$ cat src/source/cpu_ctrl_pkg.sv
package cpu_ctrl_pkg;

    // ==================================================
    // Sizes and sequencer constants
    // ==================================================
    localparam int word_width = 32;
    localparam int reg_index_width = 4;
    localparam int shift_amt_width = $clog2(word_width);
    localparam logic [reg_index_width-1:0] pc_reg = 4'd15;
    localparam int cycle_width = 8;
    localparam int flush_width = 3;
    localparam logic [flush_width-1:0] flush_after_reset = 3'd3;
    localparam logic [flush_width-1:0] flush_after_request = 3'd1;
    localparam int imm_width = 24;

    typedef logic [cycle_width-1:0] cycle_t;
    typedef logic [imm_width-1:0] imm_t;

    // ==================================================
    // Encodings
    // ==================================================
    typedef enum logic [2:0] {
        instr_dataproc_imm,
        instr_dataproc_reg_imm,
        instr_dataproc_reg_reg,
        instr_load,
        instr_store,
        instr_branch,
        instr_branch_link,
        instr_undefined
    } instr_type_t;

    typedef enum logic [1:0] {shift_lsl, shift_lsr, shift_asr, shift_ror} shift_t;

    // First sixteen follow the ARM opcode field
    typedef enum logic [4:0] {
        alu_and, alu_eor, alu_sub, alu_rsb,
        alu_add, alu_adc, alu_sbc, alu_rsc,
        alu_tst, alu_teq, alu_cmp, alu_cmn,
        alu_orr, alu_mov, alu_bic, alu_mvn,
        alu_sub_reversed
    } alu_op_t;

    typedef enum logic [1:0] {addr_src_pc, addr_src_incr, addr_src_alu} addr_src_t;
    typedef enum logic {a_src_reg_rn, a_src_imm} a_src_t;

    typedef enum logic [2:0] {
        b_src_imm,
        b_src_reg_rm,
        b_src_reg_rs,
        b_src_reg_rd,
        b_src_read_data
    } b_src_t;

    typedef enum logic [1:0] {wb_none, wb_rd, wb_rn} writeback_t;
    typedef enum logic [1:0] {phase_run, phase_hold_pc, phase_fetch, phase_refill} flush_phase_t;

    // ==================================================
    // Decoder output and control word
    // ==================================================
    typedef struct packed {
        instr_type_t instr_type;
        logic condition_pass;
        logic [reg_index_width-1:0] rn;
        logic [reg_index_width-1:0] rm;
        logic [reg_index_width-1:0] rd;
        logic [3:0] opcode;
        logic set_flags;
        shift_t shift_type;
        logic [shift_amt_width-1:0] shift_amount;
        // imm8 with rotate, imm12 or imm24 depending on the class
        logic [imm_width-1:0] imm;
        logic pre_index;
        logic up;
        logic byte_transfer;
        logic write_back;
        logic reg_offset;
    } decoded_word_t;

    typedef struct packed {
        logic pipeline_advance;
        logic fetch;
        logic incrementer_writeback;
        addr_src_t addr_src;
        a_src_t a_src;
        b_src_t b_src;
        logic [imm_width-1:0] b_imm;
        logic b_sign_extend;
        shift_t shift_type;
        logic [shift_amt_width-1:0] shift_amount;
        logic shift_latch_amt;
        logic shift_use_latch;
        logic shift_use_rrx;
        alu_op_t alu_op;
        writeback_t alu_writeback;
        logic alu_set_flags;
        logic alu_latch_op_b;
        logic alu_disable_op_b;
        logic alu_use_op_b_latch;
        logic pc_rn_add_4;
        logic pc_rm_add_4;
        logic mem_read_en;
        logic mem_write_en;
        logic mem_byte;
    } control_t;

    // Compare opcodes only update flags
    function automatic writeback_t dataproc_writeback(alu_op_t op);
        case (op)
            alu_tst, alu_teq, alu_cmp, alu_cmn: return wb_none;
            default: return wb_rd;
        endcase
    endfunction

endpackage

$ cat src/source/cycle_sequencer.sv
`timescale 1ns/1ps

module cycle_sequencer (
    input  logic clk,
    input  logic reset,
    input  logic flush_req,
    input  logic advance,
    output logic [cpu_ctrl_pkg::cycle_width-1:0] cycle,
    output cpu_ctrl_pkg::flush_phase_t phase
);

    logic [cpu_ctrl_pkg::flush_width-1:0] flush_count;

    // Cycle within the current instruction
    always_ff @(posedge clk) begin
        if (reset) begin
            cycle <= '0;
        end else if (advance) begin
            cycle <= '0;
        end else begin
            cycle <= cycle + 1'b1;
        end
    end

    // Flush countdown starts full so the first instruction gets fetched
    always_ff @(posedge clk) begin
        if (reset) begin
            flush_count <= cpu_ctrl_pkg::flush_after_reset;
        end else if (flush_req) begin
            flush_count <= cpu_ctrl_pkg::flush_after_request;
        end else if (flush_count != '0) begin
            flush_count <= flush_count - 1'b1;
        end
    end

    // A request jumps straight into the fetch phase in its own cycle
    always_comb begin
        if (flush_count == cpu_ctrl_pkg::flush_after_reset) begin
            phase = cpu_ctrl_pkg::phase_hold_pc;
        end else if (flush_count == cpu_ctrl_pkg::flush_after_reset - 1'b1 || flush_req) begin
            phase = cpu_ctrl_pkg::phase_fetch;
        end else if (flush_count == cpu_ctrl_pkg::flush_after_request) begin
            phase = cpu_ctrl_pkg::phase_refill;
        end else begin
            phase = cpu_ctrl_pkg::phase_run;
        end
    end

endmodule

$ cat src/source/dataproc_control.sv
`timescale 1ns/1ps

module dataproc_control (
    input  cpu_ctrl_pkg::decoded_word_t word,
    input  logic [cpu_ctrl_pkg::cycle_width-1:0] cycle,
    output cpu_ctrl_pkg::control_t control
);

    always_comb begin
        logic last_cycle;

        control = '0;
        last_cycle = 1'b0;

        case (word.instr_type)
            // ==================================================
            // Immediate operand as imm8 rotated right by 2*rot
            // ==================================================
            cpu_ctrl_pkg::instr_dataproc_imm: begin
                control.b_src = cpu_ctrl_pkg::b_src_imm;
                control.b_imm = cpu_ctrl_pkg::imm_t'(word.imm[7:0]);
                control.shift_type = cpu_ctrl_pkg::shift_ror;
                control.shift_amount = {word.imm[11:8], 1'b0};
                last_cycle = 1'b1;
            end

            // Rm shifted by an immediate amount
            cpu_ctrl_pkg::instr_dataproc_reg_imm: begin
                control.b_src = cpu_ctrl_pkg::b_src_reg_rm;
                control.shift_type = word.shift_type;
                control.shift_amount = word.shift_amount;
                // ROR #0 encodes RRX
                control.shift_use_rrx = (word.shift_type == cpu_ctrl_pkg::shift_ror) &&
                                        (word.shift_amount == '0);
                last_cycle = 1'b1;
            end

            // Rm shifted by Rs with the amount latched in an internal cycle first
            cpu_ctrl_pkg::instr_dataproc_reg_reg: begin
                if (cycle == '0) begin
                    control.b_src = cpu_ctrl_pkg::b_src_reg_rs;
                    control.shift_latch_amt = 1'b1;
                end else if (cycle == cpu_ctrl_pkg::cycle_t'(1)) begin
                    control.b_src = cpu_ctrl_pkg::b_src_reg_rm;
                    control.shift_type = word.shift_type;
                    control.shift_use_latch = 1'b1;
                    // PC reads one word further ahead after the extra cycle
                    control.pc_rn_add_4 = (word.rn == cpu_ctrl_pkg::pc_reg);
                    control.pc_rm_add_4 = (word.rm == cpu_ctrl_pkg::pc_reg);
                    last_cycle = 1'b1;
                end
            end

            default: ;
        endcase

        if (last_cycle) begin
            control.alu_op = cpu_ctrl_pkg::alu_op_t'({1'b0, word.opcode});
            control.alu_writeback = cpu_ctrl_pkg::dataproc_writeback(control.alu_op);
            control.alu_set_flags = word.set_flags;
            control.fetch = 1'b1;
            control.incrementer_writeback = 1'b1;
            control.addr_src = cpu_ctrl_pkg::addr_src_pc;
            control.pipeline_advance = 1'b1;
        end
    end

endmodule

$ cat src/source/load_store_control.sv
`timescale 1ns/1ps

module load_store_control (
    input  cpu_ctrl_pkg::decoded_word_t word,
    input  logic [cpu_ctrl_pkg::cycle_width-1:0] cycle,
    output cpu_ctrl_pkg::control_t control
);

    logic is_load;
    logic base_writeback;
    cpu_ctrl_pkg::alu_op_t offset_op;

    assign is_load = (word.instr_type == cpu_ctrl_pkg::instr_load);
    // Post-indexing always updates the base
    assign base_writeback = !word.pre_index || word.write_back;
    assign offset_op = word.up ? cpu_ctrl_pkg::alu_add : cpu_ctrl_pkg::alu_sub;

    always_comb begin
        control = '0;

        if (cycle == '0) begin
            // ==================================================
            // Address calculation with prefetch
            // ==================================================
            control.fetch = 1'b1;
            control.incrementer_writeback = 1'b1;
            control.addr_src = cpu_ctrl_pkg::addr_src_alu;
            control.alu_op = offset_op;

            // Post-index puts the bare base on the bus and keeps the offset
            if (!word.pre_index) begin
                control.alu_disable_op_b = 1'b1;
                control.alu_latch_op_b = 1'b1;
            end else if (word.write_back) begin
                control.alu_latch_op_b = 1'b1;
            end

            if (!word.reg_offset) begin
                control.b_src = cpu_ctrl_pkg::b_src_imm;
                control.b_imm = cpu_ctrl_pkg::imm_t'(word.imm[11:0]);
                control.shift_type = cpu_ctrl_pkg::shift_lsl;
            end else begin
                control.b_src = cpu_ctrl_pkg::b_src_reg_rm;
                control.shift_type = word.shift_type;
                control.shift_amount = word.shift_amount;
                control.shift_use_rrx = (word.shift_type == cpu_ctrl_pkg::shift_ror) &&
                                        (word.shift_amount == '0);
            end
        end else if (cycle == cpu_ctrl_pkg::cycle_t'(1)) begin
            // ==================================================
            // Memory access and base update
            // ==================================================
            control.alu_op = offset_op;
            control.addr_src = cpu_ctrl_pkg::addr_src_pc;
            control.mem_byte = word.byte_transfer;
            if (base_writeback) begin
                control.alu_use_op_b_latch = 1'b1;
                control.alu_writeback = cpu_ctrl_pkg::wb_rn;
            end
            if (is_load) begin
                control.mem_read_en = 1'b1;
            end else begin
                control.b_src = cpu_ctrl_pkg::b_src_reg_rd;
                control.mem_write_en = 1'b1;
                control.pipeline_advance = 1'b1;
            end
        end else if (cycle == cpu_ctrl_pkg::cycle_t'(2) && is_load) begin
            // Read data passes through the ALU into Rd
            control.alu_op = cpu_ctrl_pkg::alu_mov;
            control.b_src = cpu_ctrl_pkg::b_src_read_data;
            control.alu_writeback = cpu_ctrl_pkg::wb_rd;
            control.mem_byte = word.byte_transfer;
            control.addr_src = cpu_ctrl_pkg::addr_src_pc;
            control.pipeline_advance = 1'b1;
        end
    end

endmodule

$ cat src/source/branch_control.sv
`timescale 1ns/1ps

module branch_control (
    input  cpu_ctrl_pkg::decoded_word_t word,
    input  logic [cpu_ctrl_pkg::cycle_width-1:0] cycle,
    output cpu_ctrl_pkg::control_t control
);

    logic is_link;
    logic branch_cycle;

    assign is_link = (word.instr_type == cpu_ctrl_pkg::instr_branch_link);
    // BL spends its first cycle on the link register
    assign branch_cycle = is_link ? (cycle == cpu_ctrl_pkg::cycle_t'(1)) : (cycle == '0);

    always_comb begin
        control = '0;

        if (is_link && cycle == '0) begin
            // Return address is Rn - 4 since PC runs two words ahead
            control.a_src = cpu_ctrl_pkg::a_src_reg_rn;
            control.b_src = cpu_ctrl_pkg::b_src_imm;
            control.b_imm = cpu_ctrl_pkg::imm_t'(4);
            control.alu_op = cpu_ctrl_pkg::alu_sub;
            control.alu_writeback = cpu_ctrl_pkg::wb_rd;
        end

        if (branch_cycle) begin
            // Target = Rn + (sign_extend(imm24) << 2)
            control.a_src = cpu_ctrl_pkg::a_src_reg_rn;
            control.b_src = cpu_ctrl_pkg::b_src_imm;
            control.b_imm = word.imm;
            control.b_sign_extend = 1'b1;
            control.shift_type = cpu_ctrl_pkg::shift_lsl;
            control.shift_amount = 5'd2;
            control.alu_op = cpu_ctrl_pkg::alu_add;
            control.alu_writeback = cpu_ctrl_pkg::wb_rn;
            control.addr_src = cpu_ctrl_pkg::addr_src_alu;
            control.pipeline_advance = 1'b1;
        end
    end

endmodule

$ cat src/source/control_unit.sv
`timescale 1ns/1ps

module control_unit (
    input  logic clk,
    input  logic reset,
    input  cpu_ctrl_pkg::decoded_word_t word,
    input  logic flush_req,
    output cpu_ctrl_pkg::control_t control
);

    logic [cpu_ctrl_pkg::cycle_width-1:0] cycle;
    cpu_ctrl_pkg::flush_phase_t phase;
    cpu_ctrl_pkg::control_t dataproc_word;
    cpu_ctrl_pkg::control_t load_store_word;
    cpu_ctrl_pkg::control_t branch_word;
    cpu_ctrl_pkg::control_t prefetch_word;

    cycle_sequencer sequencer (
        .clk       (clk),
        .reset     (reset),
        .flush_req (flush_req),
        .advance   (control.pipeline_advance),
        .cycle     (cycle),
        .phase     (phase)
    );

    dataproc_control dataproc (.word(word), .cycle(cycle), .control(dataproc_word));
    load_store_control load_store (.word(word), .cycle(cycle), .control(load_store_word));
    branch_control branch (.word(word), .cycle(cycle), .control(branch_word));

    // Fetch at PC and advance for refill and the skip path
    always_comb begin
        prefetch_word = '0;
        prefetch_word.fetch = 1'b1;
        prefetch_word.incrementer_writeback = 1'b1;
        prefetch_word.addr_src = cpu_ctrl_pkg::addr_src_pc;
        prefetch_word.pipeline_advance = 1'b1;
    end

    // ==================================================
    // Control word selection
    // ==================================================
    always_comb begin
        control = '0;
        case (phase)
            cpu_ctrl_pkg::phase_hold_pc: begin
                control.addr_src = cpu_ctrl_pkg::addr_src_pc;
            end
            cpu_ctrl_pkg::phase_fetch: begin
                control = prefetch_word;
                control.addr_src = cpu_ctrl_pkg::addr_src_incr;
                control.pipeline_advance = 1'b0;
            end
            cpu_ctrl_pkg::phase_refill: control = prefetch_word;
            default: begin
                if (!word.condition_pass) begin
                    control = prefetch_word;
                end else begin
                    case (word.instr_type)
                        cpu_ctrl_pkg::instr_dataproc_imm,
                        cpu_ctrl_pkg::instr_dataproc_reg_imm,
                        cpu_ctrl_pkg::instr_dataproc_reg_reg: control = dataproc_word;
                        cpu_ctrl_pkg::instr_load,
                        cpu_ctrl_pkg::instr_store: control = load_store_word;
                        cpu_ctrl_pkg::instr_branch,
                        cpu_ctrl_pkg::instr_branch_link: control = branch_word;
                        default: control = '0;
                    endcase
                end
            end
        endcase
    end

endmodule

$ cat config.mk
export PLATFORM = sky130hd
export DESIGN_NAME = control_unit
export DESIGN_NICKNAME = d
export VERILOG_FILES = /design/src/source/cpu_ctrl_pkg.sv /design/src/source/cycle_sequencer.sv /design/src/source/dataproc_control.sv /design/src/source/load_store_control.sv /design/src/source/branch_control.sv /design/src/source/control_unit.sv
export SDC_FILE = /design/constraint.sdc
export NUM_CORES = 1
export LEC_CHECK = 0
export BUFFER_PORTS_ARGS = -buffer_cell sky130_fd_sc_hd__buf_2
export CAP_MARGIN = 15
export CELL_PAD_IN_SITES_DETAIL_PLACEMENT = 1
export CELL_PAD_IN_SITES_GLOBAL_PLACEMENT = 1
export CORE_AREA = 2 2 87 72
export DETAILED_ROUTE_END_ITERATION = 8
export DIE_AREA = 0 0 89 74
export PLACE_DENSITY = 0.88
export SYNTH_ARGS = -nofsm -noshare
export SYNTH_HDL_FRONTEND = slang
export SYNTH_SLANG_ARGS = --single-unit
export TNS_END_PERCENT = 10
$ cat constraint.sdc
create_clock -name clk -period 5.01 [get_ports clk]
set_clock_uncertainty 0.1 [all_clocks]
set_input_delay 1.002 -clock clk [delete_from_list [all_inputs] [get_ports clk]]
set_output_delay 1.002 -clock clk [all_outputs]
set_load 0.1 [all_outputs]
# [After elaboration in Yosys (flattened, before gate mapping)]
# Index checks and enable logic that the tools add are counted.
[word_totals] register_bits=11 latch_bits=0 mem_bits_rw=0 romBits=0 in_bits=60 output_inout_bits=60 mem_count=0
[classes] n_addsub=2 multipliers=0 div=0 order_cmp=0 n_eq_ne=21 shifts=0 n_mux=72 n_bitwise=0 reduce_logical=20
[op_table] operator="case mux 60 bit (3 select lines)" count=1
[op_table] operator="two-way mux 60 bit" count=1
[op_table] operator="two-way mux 55 bit" count=1
[op_table] operator="two-way mux 2 bit" count=19
[op_table] operator="two-way mux 38 bit" count=1
[op_table] operator="equality test 4 bit (second input constant)" count=6
[op_table] operator="two-way mux 1 bit" count=24
[op_table] operator="two-way mux 12 bit" count=2
[op_table] operator="two-way mux 3 bit" count=7
[op_table] operator="two-way mux 7 bit" count=3
[op_table] operator="two-way mux 5 bit" count=4
[op_table] operator="equality test 3 x 2 -> 1 bit (second input constant)" count=4
[op_table] operator="OR reduction 2 bit" count=6
[op_table] operator="case mux 5 bit (2 select lines)" count=1
[op_table] operator="equality test 3 bit (second input constant)" count=3
[op_table] operator="case mux 3 bit (3 select lines)" count=1
[op_table] operator="adder 8 x 1 -> 8 bit (second input constant)" count=1
[op_table] operator="equality test 8 x 1 -> 1 bit (second input constant)" count=1
[op_table] operator="equality test 8 x 2 -> 1 bit (second input constant)" count=1
[op_table] operator="zero test 8 bit" count=1
[op_table] operator="two-way mux 8 bit" count=1
[op_table] operator="equality test 2 bit (second input constant)" count=3
[op_table] operator="equality test 3 x 1 -> 1 bit (second input constant)" count=2
[op_table] operator="two-way mux 6 bit" count=1
[op_table] operator="16 further kinds" count=20

# [Depth between registers and ports, before layout]
[depth] word_depth=9 mapped_depth=9

# [By module]
# Synthesis repeated with hierarchy kept, for this count alone.
[unflattened] hier_cells=923 area_unflattened_um2=6528.8
[by_module_without_submodules] module="control_unit" instances=1 cells_per_inst=624 area_each_um2=4204.0 seq_area_each_um2=0.0
[by_module_without_submodules] module="branch_control" instances=1 cells_per_inst=73 area_each_um2=663.1 seq_area_each_um2=0.0
[by_module_without_submodules] module="dataproc_control" instances=1 cells_per_inst=89 area_each_um2=623.1 seq_area_each_um2=0.0
[by_module_without_submodules] module="load_store_control" instances=1 cells_per_inst=81 area_each_um2=556.8 seq_area_each_um2=0.0
[by_module_without_submodules] module="cycle_sequencer" instances=1 cells_per_inst=56 area_each_um2=481.7 seq_area_each_um2=220.2

# [Worst setup path before layout]
# OpenSTA, ideal clock, no wires.
[synth_timing] kind="input-to-output" from="in word[56] in the netlist's numbering" to="out control[0] in the netlist's numbering" arrival_time_ps=6334 required_ps=3908 path_slack_ps=-2426 stages=4 n_path_buf=2 path_cell_list="clkbuf_1 -> clkbuf_1 -> a31o_2 -> a2111oi_0"
[synth_rtl] item="start, declared" line="control_unit.sv:6" source="input cpu_ctrl_pkg::decoded_word_t word,"
[synth_rtl] item="end, declared" line="control_unit.sv:8" source="output cpu_ctrl_pkg::control_t control"

==> impl_metrics.tcl <==
set metrics [dict create \
    maxSlewHeadroom 0.4487 \
    ys_types 49 \
    dieWidth_um 89 \
    wl_um 6181 \
    crit_family "compound AO/OA/AOI/OAI gates" \
    synthTopCellsByArea "dfxtp_1 (15%), and3_1 (6.7%), nor2b_1 (4.6%)" \
    drc 0 \
    end_kind "output port" \
    drive_above_1_share 0.3875 \
    yosys_warnings 0 \
    cpMostUsedCell "buf_2" \
    start_kind "input port" \
    clk_pin_slew_ns 0.05 \
    core_area_mm2 0.005756 \
    required_ns 3.91 \
    final_antenna_net_count 0 \
    maxUsedRoutingLayer "met4" \
    setup_viol 0 \
    synthTopCellsByCount "and3_1 (16), nand2_1 (16), nor2_1 (14), clkbuf_1 (12)" \
    clock-sinks 11 \
    start_util 0.2587 \
    slowest_delay_ns 0.56 \
    port_buffers 113 \
    via_count 2081 \
    dieArea_mm2 0.006586 \
    gp_congestion 0.8718 \
    syn_area_per_cell_um2 6.893 \
    cp_num_buf_inv 2 \
    wirelength_met1_um 2624 \
    cts_buffers 3 \
    peakVddDrop_uv 89.91 \
    clk_path_buf_depth 2 \
    slowest_stage "a2111o_1" \
    routedWlPerCell_um 15.41 \
    final_cells 401 \
    max_freq_mhz 226.0 \
    run_status "finished, final reports clean" \
    crit_path_max_fanout 22 \
    rsz0062_at_grt "false" \
    power_density_mw_per_mm2 153.9 \
    final_util 0.3737 \
    antenna_cells 0 \
    io_pins 120 \
    grt.total_usage 0.1757 \
    syn_inst 216 \
    ctsHoldBuffers 0 \
    drtIter0Drc 174 \
    antenna_found_initial 0 \
    post-place-cells 397 \
    htree_levels 1 \
    die_y_um 74 \
    final_net_count 386 \
    grt_pass1_vias 1959 \
    hold_viol_final 0 \
    cts_tree "built" \
    grt_pass1_wl_um 9218 \
    crit_type "input port to output port" \
    seq_area_frac_synth 0.1479 \
    cts_setup_buffers 0 \
    drv_slew 0 \
    max_cap_violations 0 \
    async_flop_share 0 \
    hpwlAfterDp_um 5083 \
    syn-cell-area_mm2 0.001489 \
    wl_met3_um 508 \
    worstPathArrival_ns 3.32 \
    drt-pass1-iter-count 4 \
    tns_ns 0 \
    ctsResizeCount 0 \
    overflow 0 \
    rows 25 \
    finalPower_w 0.0003311 \
    synth_top_area_frac 0.1479 \
    synth_seq_cells 11 \
    grt_max_degree 23 \
    layout_min_cycle_time_ns 4.424 \
    min_path_type "flop to flop" \
    tightest_slew_ns 0.8233 \
    met2_length_um 2937 \
    via_per_inst 5.190 \
    synth_flop_cell "dfxtp_1" \
    root_buffer "clkbuf_8" \
    synth_top_cell_by_area "dfxtp_1" \
    period_share 0.8831 \
    clk_latency_ns 0.23 \
    area_growth_pct 44.45 \
    synth-edff-count 0 \
    path_cells "buf_2, nor3b_1, o211ai_1, a2111o_1, a41oi_4, or2_1, buf_2" \
    p_leak_nw 1.118 \
]
## path summary, 6_finish.rpt
check	from	to	slack (ns)	cells past startpoint
worst max-delay path	word[56]	control[59]	0.59	7
worst min-delay path	sequencer.cycle[0]$_SDFF_PP0_	sequencer.cycle[0]$_SDFF_PP0_	0.50	1
worst max register to register	sequencer.cycle[0]$_SDFF_PP0_	sequencer.cycle[3]$_SDFF_PP0_	2.50	7
worst min register to register	sequencer.cycle[0]$_SDFF_PP0_	sequencer.cycle[0]$_SDFF_PP0_	0.50	1
## metrics by stage
| stage | setup WS (ns) | hold slack (ns) | instance area [um2] |
|---|---|---|---|
| after floorplan | -0.8564 | 0.4180 | 1499 |
| after global placement | 0.6990 | 0.4671 | 2106 |
| after global routing | 0.4368 | 0.5599 | 2151 |
| after CTS | 0.5921 | 0.4986 | 2151 |
| after detailed placement | 0.6045 | 0.4805 | 2106 |
| final | 0.5856 | 0.4965 | 2151 |
## metal layers
metal,global-route usage,vias up
met3,0.01332,10
met5,0,-
li1,-,1004
met4,0.06468,0
met1,0.2329,969
met2,0.3010,98
## worst register-to-register path, cell delays in order (launching register included)
cell and delay (ns):
dfxtp_1 0.45, inv_1 0.10, ha_1 0.37, nor2b_1 0.30, nand3_1 0.29, o22a_1 0.35
a41oi_4 0.33, nor4_1 0.10
## report_power, final
group	leakage [nW]	total [W]	internal, W	switching, W
logic	1.01	0.000147	0.0000445	0.000102
registers	0.0898	0.0000970	0.0000914	0.00000559
clock network	0.0228	0.0000873	0.0000557	0.0000316
total	1.12	0.000331	0.000192	0.000139
## flip-flops by register name (all words and copies together) (netlist names)
signal and flops:
sequencer.cycle 8, sequencer.flush_count 3
## placed cells by master (no fill, tap or decap), types with 4 or more instances in the layout
cell type / n
a31oi_1: 7
nand2_1: 16
nor4_1: 9
and2_1: 6
dfxtp_1: 11
nand3_1: 9
buf_2: 113
nor2_1: 14
nor4b_1: 4
and3_1: 16
xor2_1: 5
ha_1: 5
inv_1: 10
nor2b_1: 11
o21ai_0: 10
nor3_1: 6
a21oi_1: 10
## cell type report
type                       count  area [um2]
tap                           81       101.3
fill                         785        3605
sequential                    11       220.2
timing repair buffer         115       580.6
multi-input combinational    180        1166
inverter                      10       37.54
clock buffer                   4       45.04
## logic make-up (layout without fill, tap and decap cells)
logic type	Yosys count	after routing	share of synthesized area
multiplexers	1	1	0.006723
other	1	2	0.002519
XOR/XNOR	7	7	0.04118
AO/OA/AOI/OAI	51	51	0.2370
AND/OR/NAND/NOR	114	114	0.4471
adder cells (fa/ha/maj)	5	5	0.04202
flip-flops	11	11	0.1479
buffers and inverters	26	129	0.07563
(Power assumes the default switching activity.)
